**src/source/rvseed_pkg.sv**
```systemverilog
// shared widths, opcodes, control encodings and reset pc for the rvseed core; import with ::*
`default_nettype none

package rvseed_pkg;

    localparam int XLEN       = 32;
    localparam int ILEN       = 32;
    localparam int REG_ADDR_W = 5;
    localparam int REG_NUM    = 2 ** REG_ADDR_W;

    typedef logic [XLEN-1:0]       word_t;     // data, address, immediate
    typedef logic [ILEN-1:0]       inst_t;
    typedef logic [REG_ADDR_W-1:0] reg_addr_t;

    // alu operations, pass_b serves lui
    typedef enum logic [1:0] {
        ALU_ADD    = 2'd0,
        ALU_SUB    = 2'd1,
        ALU_PASS_B = 2'd2
    } alu_op_e;

    // operand pairs as (a, b)
    typedef enum logic [1:0] {
        SRC_REG_REG = 2'd0,   // rs1, rs2
        SRC_REG_IMM = 2'd1,   // rs1, imm
        SRC_PC_IMM  = 2'd2,   // pc, imm
        SRC_PC_4    = 2'd3    // pc, 4 for the link value
    } alu_src_e;

    typedef enum logic [1:0] {
        IMM_I = 2'd0,
        IMM_U = 2'd1,
        IMM_B = 2'd2,
        IMM_J = 2'd3
    } imm_sel_e;

    localparam logic [6:0] OPC_OP     = 7'b0110011;
    localparam logic [6:0] OPC_OP_IMM = 7'b0010011;
    localparam logic [6:0] OPC_LUI    = 7'b0110111;
    localparam logic [6:0] OPC_AUIPC  = 7'b0010111;
    localparam logic [6:0] OPC_JAL    = 7'b1101111;
    localparam logic [6:0] OPC_JALR   = 7'b1100111;
    localparam logic [6:0] OPC_BRANCH = 7'b1100011;
    localparam logic [6:0] OPC_SYSTEM = 7'b1110011;

    localparam logic [2:0] F3_ADD  = 3'b000;   // addi, add, sub
    localparam logic [2:0] F3_JALR = 3'b000;
    localparam logic [2:0] F3_BEQ  = 3'b000;
    localparam logic [2:0] F3_BNE  = 3'b001;
    localparam logic [6:0] F7_ADD  = 7'b0000000;
    localparam logic [6:0] F7_SUB  = 7'b0100000;

    localparam inst_t INST_EBREAK = 32'h0010_0073;

    localparam word_t INST_STEP = 32'd4;          // bytes per instruction
    localparam word_t RESET_PC  = 32'h8000_0000;

endpackage

`default_nettype wire

```
**src/source/ctrl_if.sv**
```systemverilog
// decoded control bundle, driven by the decoder and read by the execute and fetch units
`timescale 1ns/1ps
`default_nettype none

interface ctrl_if import rvseed_pkg::*; ();

    alu_op_e   alu_op;
    alu_src_e  alu_src;
    word_t     imm;         // sign-extended, format chosen by decoder
    logic      reg_wen;     // already low for x0
    reg_addr_t reg_waddr;
    logic      branch;
    logic      branch_ne;   // bne when set, beq otherwise
    logic      jump;        // jal
    logic      jalr;
    logic      ebreak;

    modport dec (
        output alu_op, alu_src, imm, reg_wen, reg_waddr,
        output branch, branch_ne, jump, jalr, ebreak
    );

    modport exe (input alu_op, alu_src, imm, reg_wen, reg_waddr);

    modport fet (input branch, branch_ne, jump, jalr, ebreak, imm);

endinterface

`default_nettype wire

```
**src/source/fetch_unit.sv**
```systemverilog
// pc register, halt flag and next-pc selection; one instruction per clock
`timescale 1ns/1ps
`default_nettype none

module fetch_unit import rvseed_pkg::*; (
    input  wire         clk,
    input  wire         arst_n,
    ctrl_if.fet         ctrl,
    input  logic        zero,
    input  word_t       alu_res,
    input  word_t       jalr_target,
    output word_t       pc,
    output logic        halted
);

    word_t pc_q;
    logic  halted_q;
    word_t next_pc;
    word_t pc_plus4;
    word_t jal_target;
    logic  taken;

    assign pc_plus4   = pc_q + INST_STEP;
    assign jal_target = pc_q + ctrl.imm;

    // beq on equal, bne on not equal
    assign taken = ctrl.branch & (ctrl.branch_ne ? ~zero : zero);

    always_comb begin
        if (halted_q || ctrl.ebreak) begin
            next_pc = pc_q;                              // stay on the ebreak
        end else if (ctrl.jump) begin
            next_pc = jal_target;
        end else if (ctrl.jalr) begin
            next_pc = {jalr_target[XLEN-1:1], 1'b0};
        end else if (taken) begin
            next_pc = alu_res;                           // alu adds pc + imm on branches
        end else begin
            next_pc = pc_plus4;
        end
    end

    always_ff @(posedge clk or negedge arst_n) begin
        if (!arst_n) begin
            pc_q     <= RESET_PC;
            halted_q <= 1'b0;
        end else begin
            pc_q     <= next_pc;
            halted_q <= halted_q | ctrl.ebreak;   // sticky until reset
        end
    end

    assign pc     = pc_q;
    assign halted = halted_q;

endmodule

`default_nettype wire

```
**src/source/decoder.sv**
```systemverilog
// instruction decode into the control bundle, register addresses and immediate
`timescale 1ns/1ps
`default_nettype none

module decoder import rvseed_pkg::*; (
    input  inst_t       inst,
    ctrl_if.dec         ctrl,
    output reg_addr_t   rs1_addr,
    output reg_addr_t   rs2_addr,
    output logic        unknown_code
);

    logic [6:0] opcode;
    logic [2:0] funct3;
    logic [6:0] funct7;
    reg_addr_t  rd;

    alu_op_e    alu_op;
    alu_src_e   alu_src;
    imm_sel_e   imm_sel;
    logic       wen;
    logic       branch;
    logic       branch_ne;
    logic       jump;
    logic       jalr;
    logic       ebreak;
    logic       unknown;
    word_t      imm;

    assign opcode   = inst[6:0];
    assign rd       = inst[11:7];
    assign funct3   = inst[14:12];
    assign rs1_addr = inst[19:15];
    assign rs2_addr = inst[24:20];
    assign funct7   = inst[31:25];

    always_comb begin
        // defaults give a no-op
        alu_op    = ALU_ADD;
        alu_src   = SRC_REG_IMM;
        imm_sel   = IMM_I;
        wen       = 1'b0;
        branch    = 1'b0;
        branch_ne = 1'b0;
        jump      = 1'b0;
        jalr      = 1'b0;
        ebreak    = 1'b0;
        unknown   = 1'b0;
        case (opcode)
            OPC_OP_IMM: begin
                wen     = (funct3 == F3_ADD);
                unknown = (funct3 != F3_ADD);
            end
            OPC_OP: begin
                alu_src = SRC_REG_REG;
                if (funct3 == F3_ADD && funct7 == F7_ADD) begin
                    wen = 1'b1;
                end else if (funct3 == F3_ADD && funct7 == F7_SUB) begin
                    alu_op = ALU_SUB;
                    wen    = 1'b1;
                end else begin
                    unknown = 1'b1;
                end
            end
            OPC_LUI: begin
                alu_op  = ALU_PASS_B;
                imm_sel = IMM_U;
                wen     = 1'b1;
            end
            OPC_AUIPC: begin
                alu_src = SRC_PC_IMM;
                imm_sel = IMM_U;
                wen     = 1'b1;
            end
            OPC_JAL: begin
                alu_src = SRC_PC_4;   // link value
                imm_sel = IMM_J;
                wen     = 1'b1;
                jump    = 1'b1;
            end
            OPC_JALR: begin
                alu_src = SRC_PC_4;
                wen     = (funct3 == F3_JALR);
                jalr    = (funct3 == F3_JALR);
                unknown = (funct3 != F3_JALR);
            end
            OPC_BRANCH: begin
                alu_src   = SRC_PC_IMM;   // branch target through the alu
                imm_sel   = IMM_B;
                branch    = (funct3 == F3_BEQ) || (funct3 == F3_BNE);
                branch_ne = (funct3 == F3_BNE);
                unknown   = !((funct3 == F3_BEQ) || (funct3 == F3_BNE));
            end
            OPC_SYSTEM: begin
                ebreak  = (inst == INST_EBREAK);
                unknown = (inst != INST_EBREAK);
            end
            default: unknown = 1'b1;
        endcase
    end

    // sign-extended immediate per format
    always_comb begin
        case (imm_sel)
            IMM_U:   imm = {inst[31:12], 12'b0};
            IMM_B:   imm = {{19{inst[31]}}, inst[31], inst[7], inst[30:25], inst[11:8], 1'b0};
            IMM_J:   imm = {{11{inst[31]}}, inst[31], inst[19:12], inst[20], inst[30:21], 1'b0};
            default: imm = {{20{inst[31]}}, inst[31:20]};
        endcase
    end

    assign ctrl.alu_op    = alu_op;
    assign ctrl.alu_src   = alu_src;
    assign ctrl.imm       = imm;
    assign ctrl.reg_wen   = wen & (rd != '0);   // x0 writes dropped
    assign ctrl.reg_waddr = rd;
    assign ctrl.branch    = branch;
    assign ctrl.branch_ne = branch_ne;
    assign ctrl.jump      = jump;
    assign ctrl.jalr      = jalr;
    assign ctrl.ebreak    = ebreak;
    assign unknown_code   = unknown;

endmodule

`default_nettype wire

```
**src/source/reg_file.sv**
```systemverilog
// 32 x 32-bit register file, two combinational reads and one clocked write, x0 reads zero
`timescale 1ns/1ps
`default_nettype none

module reg_file import rvseed_pkg::*; (
    input  wire         clk,
    input  wire         arst_n,
    input  logic        wen,
    input  reg_addr_t   waddr,
    input  word_t       wdata,
    input  reg_addr_t   raddr1,
    input  reg_addr_t   raddr2,
    output word_t       rdata1,
    output word_t       rdata2
);

    word_t regs [1:REG_NUM-1];   // no storage behind x0

    always_ff @(posedge clk or negedge arst_n) begin
        if (!arst_n) begin
            for (int i = 1; i < REG_NUM; i++) begin
                regs[i] <= '0;
            end
        end else if (wen && waddr != '0) begin
            regs[waddr] <= wdata;
        end
    end

    // no bypass, a write shows up the cycle after the edge
    assign rdata1 = (raddr1 == '0) ? '0 : regs[raddr1];
    assign rdata2 = (raddr2 == '0) ? '0 : regs[raddr2];

endmodule

`default_nettype wire

```
**src/source/exec_unit.sv**
```systemverilog
// operand select, alu, branch compare and writeback data; purely combinational
`timescale 1ns/1ps
`default_nettype none

module exec_unit import rvseed_pkg::*; (
    ctrl_if.exe         ctrl,
    input  word_t       pc,
    input  word_t       rs1_data,
    input  word_t       rs2_data,
    input  logic        halted,
    output logic        zero,
    output word_t       alu_res,
    output word_t       jalr_target,
    output logic        wb_en,
    output reg_addr_t   wb_addr,
    output word_t       wb_data
);

    word_t op_a;
    word_t op_b;
    word_t diff;
    word_t res;

    always_comb begin
        case (ctrl.alu_src)
            SRC_REG_REG: begin
                op_a = rs1_data;
                op_b = rs2_data;
            end
            SRC_PC_IMM: begin
                op_a = pc;
                op_b = ctrl.imm;
            end
            SRC_PC_4: begin
                op_a = pc;
                op_b = INST_STEP;
            end
            default: begin          // reg, imm
                op_a = rs1_data;
                op_b = ctrl.imm;
            end
        endcase
    end

    always_comb begin
        case (ctrl.alu_op)
            ALU_SUB:    res = op_a - op_b;
            ALU_PASS_B: res = op_b;
            default:    res = op_a + op_b;
        endcase
    end

    // compare on its own subtractor, the alu is busy with the target
    assign diff = rs1_data - rs2_data;
    assign zero = (diff == '0);

    assign jalr_target = rs1_data + ctrl.imm;   // bit 0 cleared in fetch
    assign alu_res     = res;

    assign wb_en   = ctrl.reg_wen & ~halted;
    assign wb_addr = ctrl.reg_waddr;
    assign wb_data = res;

endmodule

`default_nettype wire

```
**src/source/rvseed_core.sv**
```systemverilog
// single-cycle rv32i subset core top; pc out, instruction in, writeback shown on the commit port
`timescale 1ns/1ps
`default_nettype none

module rvseed_core import rvseed_pkg::*; (
    input  wire         clk,
    input  wire         arst_n,
    input  inst_t       inst,
    output word_t       pc,
    output logic        unknown_code,
    output logic        halted,
    output logic        commit_en,
    output reg_addr_t   commit_addr,
    output word_t       commit_data
);

    reg_addr_t rs1_addr;
    reg_addr_t rs2_addr;
    word_t     rs1_data;
    word_t     rs2_data;
    logic      zero;
    word_t     alu_res;
    word_t     jalr_target;
    logic      wb_en;

    ctrl_if u_ctrl ();

    fetch_unit u_fetch (
        .clk         (clk),
        .arst_n      (arst_n),
        .ctrl        (u_ctrl.fet),
        .zero        (zero),
        .alu_res     (alu_res),
        .jalr_target (jalr_target),
        .pc          (pc),
        .halted      (halted)
    );

    decoder u_decoder (
        .inst         (inst),
        .ctrl         (u_ctrl.dec),
        .rs1_addr     (rs1_addr),
        .rs2_addr     (rs2_addr),
        .unknown_code (unknown_code)
    );

    reg_file u_reg_file (
        .clk    (clk),
        .arst_n (arst_n),
        .wen    (commit_en),
        .waddr  (commit_addr),
        .wdata  (commit_data),
        .raddr1 (rs1_addr),
        .raddr2 (rs2_addr),
        .rdata1 (rs1_data),
        .rdata2 (rs2_data)
    );

    exec_unit u_exec (
        .ctrl        (u_ctrl.exe),
        .pc          (pc),
        .rs1_data    (rs1_data),
        .rs2_data    (rs2_data),
        .halted      (halted),
        .zero        (zero),
        .alu_res     (alu_res),
        .jalr_target (jalr_target),
        .wb_en       (wb_en),
        .wb_addr     (commit_addr),
        .wb_data     (commit_data)
    );

    assign commit_en = wb_en & arst_n;   // no commit while in reset

endmodule

`default_nettype wire

```
**config.mk**
```make
export PLATFORM = sky130hd
export DESIGN_NAME = rvseed_core
export DESIGN_NICKNAME = d
export VERILOG_FILES = /design/src/source/rvseed_pkg.sv /design/src/source/ctrl_if.sv /design/src/source/fetch_unit.sv /design/src/source/decoder.sv /design/src/source/reg_file.sv /design/src/source/exec_unit.sv /design/src/source/rvseed_core.sv
export SDC_FILE = /design/constraint.sdc
export NUM_CORES = 2
export LEC_CHECK = 0
export BUFFER_PORTS_ARGS = -buffer_cell sky130_fd_sc_hd__clkbuf_2
export CELL_PAD_IN_SITES_DETAIL_PLACEMENT = 0
export CELL_PAD_IN_SITES_GLOBAL_PLACEMENT = 2
export CORE_MARGIN = 2
export CORE_UTILIZATION = 42
export CTS_CLUSTER_DIAMETER = 60
export CTS_CLUSTER_SIZE = 25
export DETAILED_ROUTE_END_ITERATION = 6
export PLACE_DENSITY_LB_ADDON = 0.08
export SLEW_MARGIN = 20
export SYNTH_ARGS = -nofsm -noshare
export SYNTH_HDL_FRONTEND = slang
export SYNTH_SLANG_ARGS = --single-unit
```
**constraint.sdc**
```tcl
create_clock -name clk -period 14.4 [get_ports clk]
set_input_delay 1.44 -clock clk [delete_from_list [all_inputs] [get_ports clk]]
set_output_delay 1.44 -clock clk [all_outputs]
set_load 0.05 [all_outputs]
```
==> results.md <==
- Status: completed
- Switching power total: approximately 0.0029 W
- Fin Setup TNS: 0 ns
- TritonCTS clock tree: built
- Largest net degree at the start of global routing: 138
- Critical Path AT: 10.24 ns
- Critical path's largest stage delay: 0.75 ns
- Die Wd: about 400 um
- GP Congestion: 0.966
- Clock Latency Late Sink: around 0.76 ns
- Period minus WS final: 11.68 ns
- IO buf count: 105
- Detail Route Antenna Nets: 0
- DRC: 0
- IO Count: 106
- Sequential share of the synthesized area: 0.411
- Leakage: approximately 30 nW
- Drt total wl: 261 mm
- Critical Path RT: 12.96 ns
- Hold Violations, Final: 0
- Post-Layout Cell Count: 8177
- Synthesized area: 62400 um^2
- Netlist cell types: 94
- Layout Nets: 6303
- Post-CTS Setup Inserts: 0
- Number of synthesis warnings: 0
- Vias in the first global route: between 40000 and 50000
- Post-cts resize count: 0
- Clock power frac: 0.388
- Die area: 152000 um^2
- Slowest cell on crit path: xnor2_4
- Post-synthesis async set-or-reset flop share: 1.00
- Synth Instances: roughly 6300
- Worst Tran Pin Value: 1.29 ns
- PD cells: 118 nW/um^2
- Starting Density: 0.422
- CP endpoint kind: output pin
- Root Driver: clkbuf_16
- Final setup violation count: 0
- Grt ovf: 0
- Die Y: between 300 and 400 um
- Vias per cell: 6.33
- Placed cell count: just under 8000
- Via count: 51800
- Total clock sinks: 1025
- Row cnt: 141
- H-tree Lvls: 3
- Fmax: 85.6 MHz
- Drt initial violations: 5446
- Total CTS buffers: 110
- Pre-antenna DRT Iters: 5
- Synth Register Bits: 1025
- Crit-path max FO: 48
- P&R area growth vs syn: 10.2%
- VDD IR-drop max: 0.000101 V
- Seq pwr share: 0.380
- Wire per inst: between 30 and 40 um
- Slew Limit Fails: 0
- Hold Crit Class: reg -> reg
- Switch share: 0.357
- Placed inst area: 64700 um^2
- RSZ-0062 raised after global routing: no
- Rel. slew slack: 0.138
- Number of synthesized flops with an enable pin: 0
- Fraction of layout cells with a size suffix above 1: 0.177
- CP Launch Type: input port
- Initial antenna violation count: 14
- Power share of the combinational group: 0.232
- Post-synthesis area per instance: 9.88 um^2
- Clock slew at reported path FFs: 0.07 ns
- Clock Path Buffers: 3
- Core box area: about 150000 um^2
- Int Pwr: about 0.0052 W
- Final instance area: 68700 um^2
- Most used cell, CP: nor3_1
- Final period util: 0.811
- Main flop type after synthesis: dfrtp_1
- Syn Nets: around 6500
- Clock skew: 0.0565 ns
- Hold_buf cts: 0
- First-pass GRT wire length: 376 mm
- Max Cap Viol: 0
- WS Path Type: in -> out
- GRT Total Usage: 0.343
- Final HPWL DP: 172 mm
-- worst max-delay path: cells and delay by family --
kind / cells / cell delay, ns
buffers and inverters: 5 / 1.72
AO/OA/AOI/OAI: 11 / 2.31
XOR/XNOR: 2 / 0.85
multiplexers: 1 / 0.58
adder cells (fa/ha/maj): 2 / 0.57
AND/OR/NAND/NOR: 9 / 2.70
-- power by group through the flow --
stage	logic (W)	registers (W)	clock network [W]
3_3_place_gp	0.00186	0.00314	0
2_1_floorplan	0.00109	0.00320	0
6_report	0.00188	0.00309	0.00315
3_5_place_dp	0.00186	0.00314	0
5_1_grt	0.00201	0.00310	0.00332
4_1_cts	0.00186	0.00308	0.00321
-- cell usage after synthesis (30+ instances only) --
cell / n / area, um^2
nand2_1: 1202 / 4510
o21ai_0: 1066 / 5340
dfrtp_1: 1024 / 25600
clkbuf_1: 446 / 1670
mux4_2: 416 / 9370
a21oi_1: 247 / 1240
mux2i_1: 217 / 2170
nor2_1: 207 / 777
ha_1: 125 / 1560
mux2_2: 106 / 1190
inv_1: 86 / 323
xnor2_1: 80 / 701
nand3_1: 71 / 355
xor2_1: 64 / 561
a21o_1: 58 / 435
nor3_1: 57 / 285
a22oi_1: 51 / 383
o22ai_1: 43 / 269
buf_2: 38 / 190
o211ai_1: 38 / 285
a221oi_1: 35 / 307
or2_2: 33 / 206
and3_1: 31 / 194
buf_1: 30 / 113
o21a_1: 30 / 225
-- final cells by class --
cell class / count / area, um^2
fill: 14100 / 78900
tap: 1930 / 2410
clock buffer: 128 / 2970
inverter: 89 / 337
timing repair buffer: 265 / 1880
clock inverter: 82 / 1010
multi-input combinational: 4650 / 34500
sequential: 1025 / 25700
antenna: 8 / 20.0
-- metrics by stage --
stage | utilization | hold WS, ns | total power, W | worst slack [ns]
2_1_floorplan | - | 0.461 | 0.00428 | 5.20
3_3_place_gp | 0.438 | 0.473 | 0.00500 | 2.69
3_5_place_dp | 0.438 | 0.486 | 0.00500 | 2.88
4_1_cts | 0.465 | 0.502 | 0.00816 | 2.84
5_1_grt | 0.465 | 0.515 | 0.00842 | 2.26
6_report | 0.466 | 0.496 | 0.00812 | 2.72
-- cell families (layout without fill, tap and decap cells) --
kind of cell    after synthesis  after routing  synth area share
compound gates             1837           1837             0.172
simple gates               1798           1798             0.123
flops                      1025           1025             0.411
mux                         740            740             0.204
buf+inv                     638            564            0.0422
xor+xnor                    147            147            0.0212
fa+ha+maj                   128            128            0.0260
other cells                   0              8                 0
-- path summary, 6_finish.rpt --
| kind | slack (ns) | cells past startpoint | to | startpoint |
|---|---|---|---|---|
| worst max-delay path | 2.72 | 30 | commit_data[31] | inst[20] |
| worst min-delay path | 0.50 | 2 | u_reg_file.regs[828] | u_reg_file.regs[828] |
| worst max register to register | 6.42 | 19 | u_fetch.pc[31] | u_reg_file.regs[646] |
| worst min register to register | 0.50 | 2 | u_reg_file.regs[828] | u_reg_file.regs[828] |
| max in group asynchronous | 9.49 | 6 | u_reg_file.regs[422] | arst_n |
| min in group asynchronous | 0.61 | 1 | u_reg_file.regs[697] | arst_n |
-- cell usage in the layout (no fill, tap or decap), drive strengths merged, types with 43 or more instances in the layout --
cell type  instances
nand3             71
ha               125
inv              122
clkbuf           225
buf              168
o21ai           1081
nand2           1202
xnor2             81
dfrtp           1024
mux2i            217
a21oi            248
a21o              58
nor3              57
mux4             416
mux2             107
a22oi             51
o22ai             43
xor2              64
nor2             207
-- metal layers --
metal  global-route usage  part of all wire
met1                0.510              0.45
met2                0.508              0.44
met3               0.0601             0.079
met4                0.108             0.032
met5                    0           0.00010
-- state kept, by name, summed over array words and instances (netlist names) --
name / count
u_reg_file.regs: 992
u_fetch.pc: 32
u_fetch.halted: 1
(Power assumes the default switching activity.)
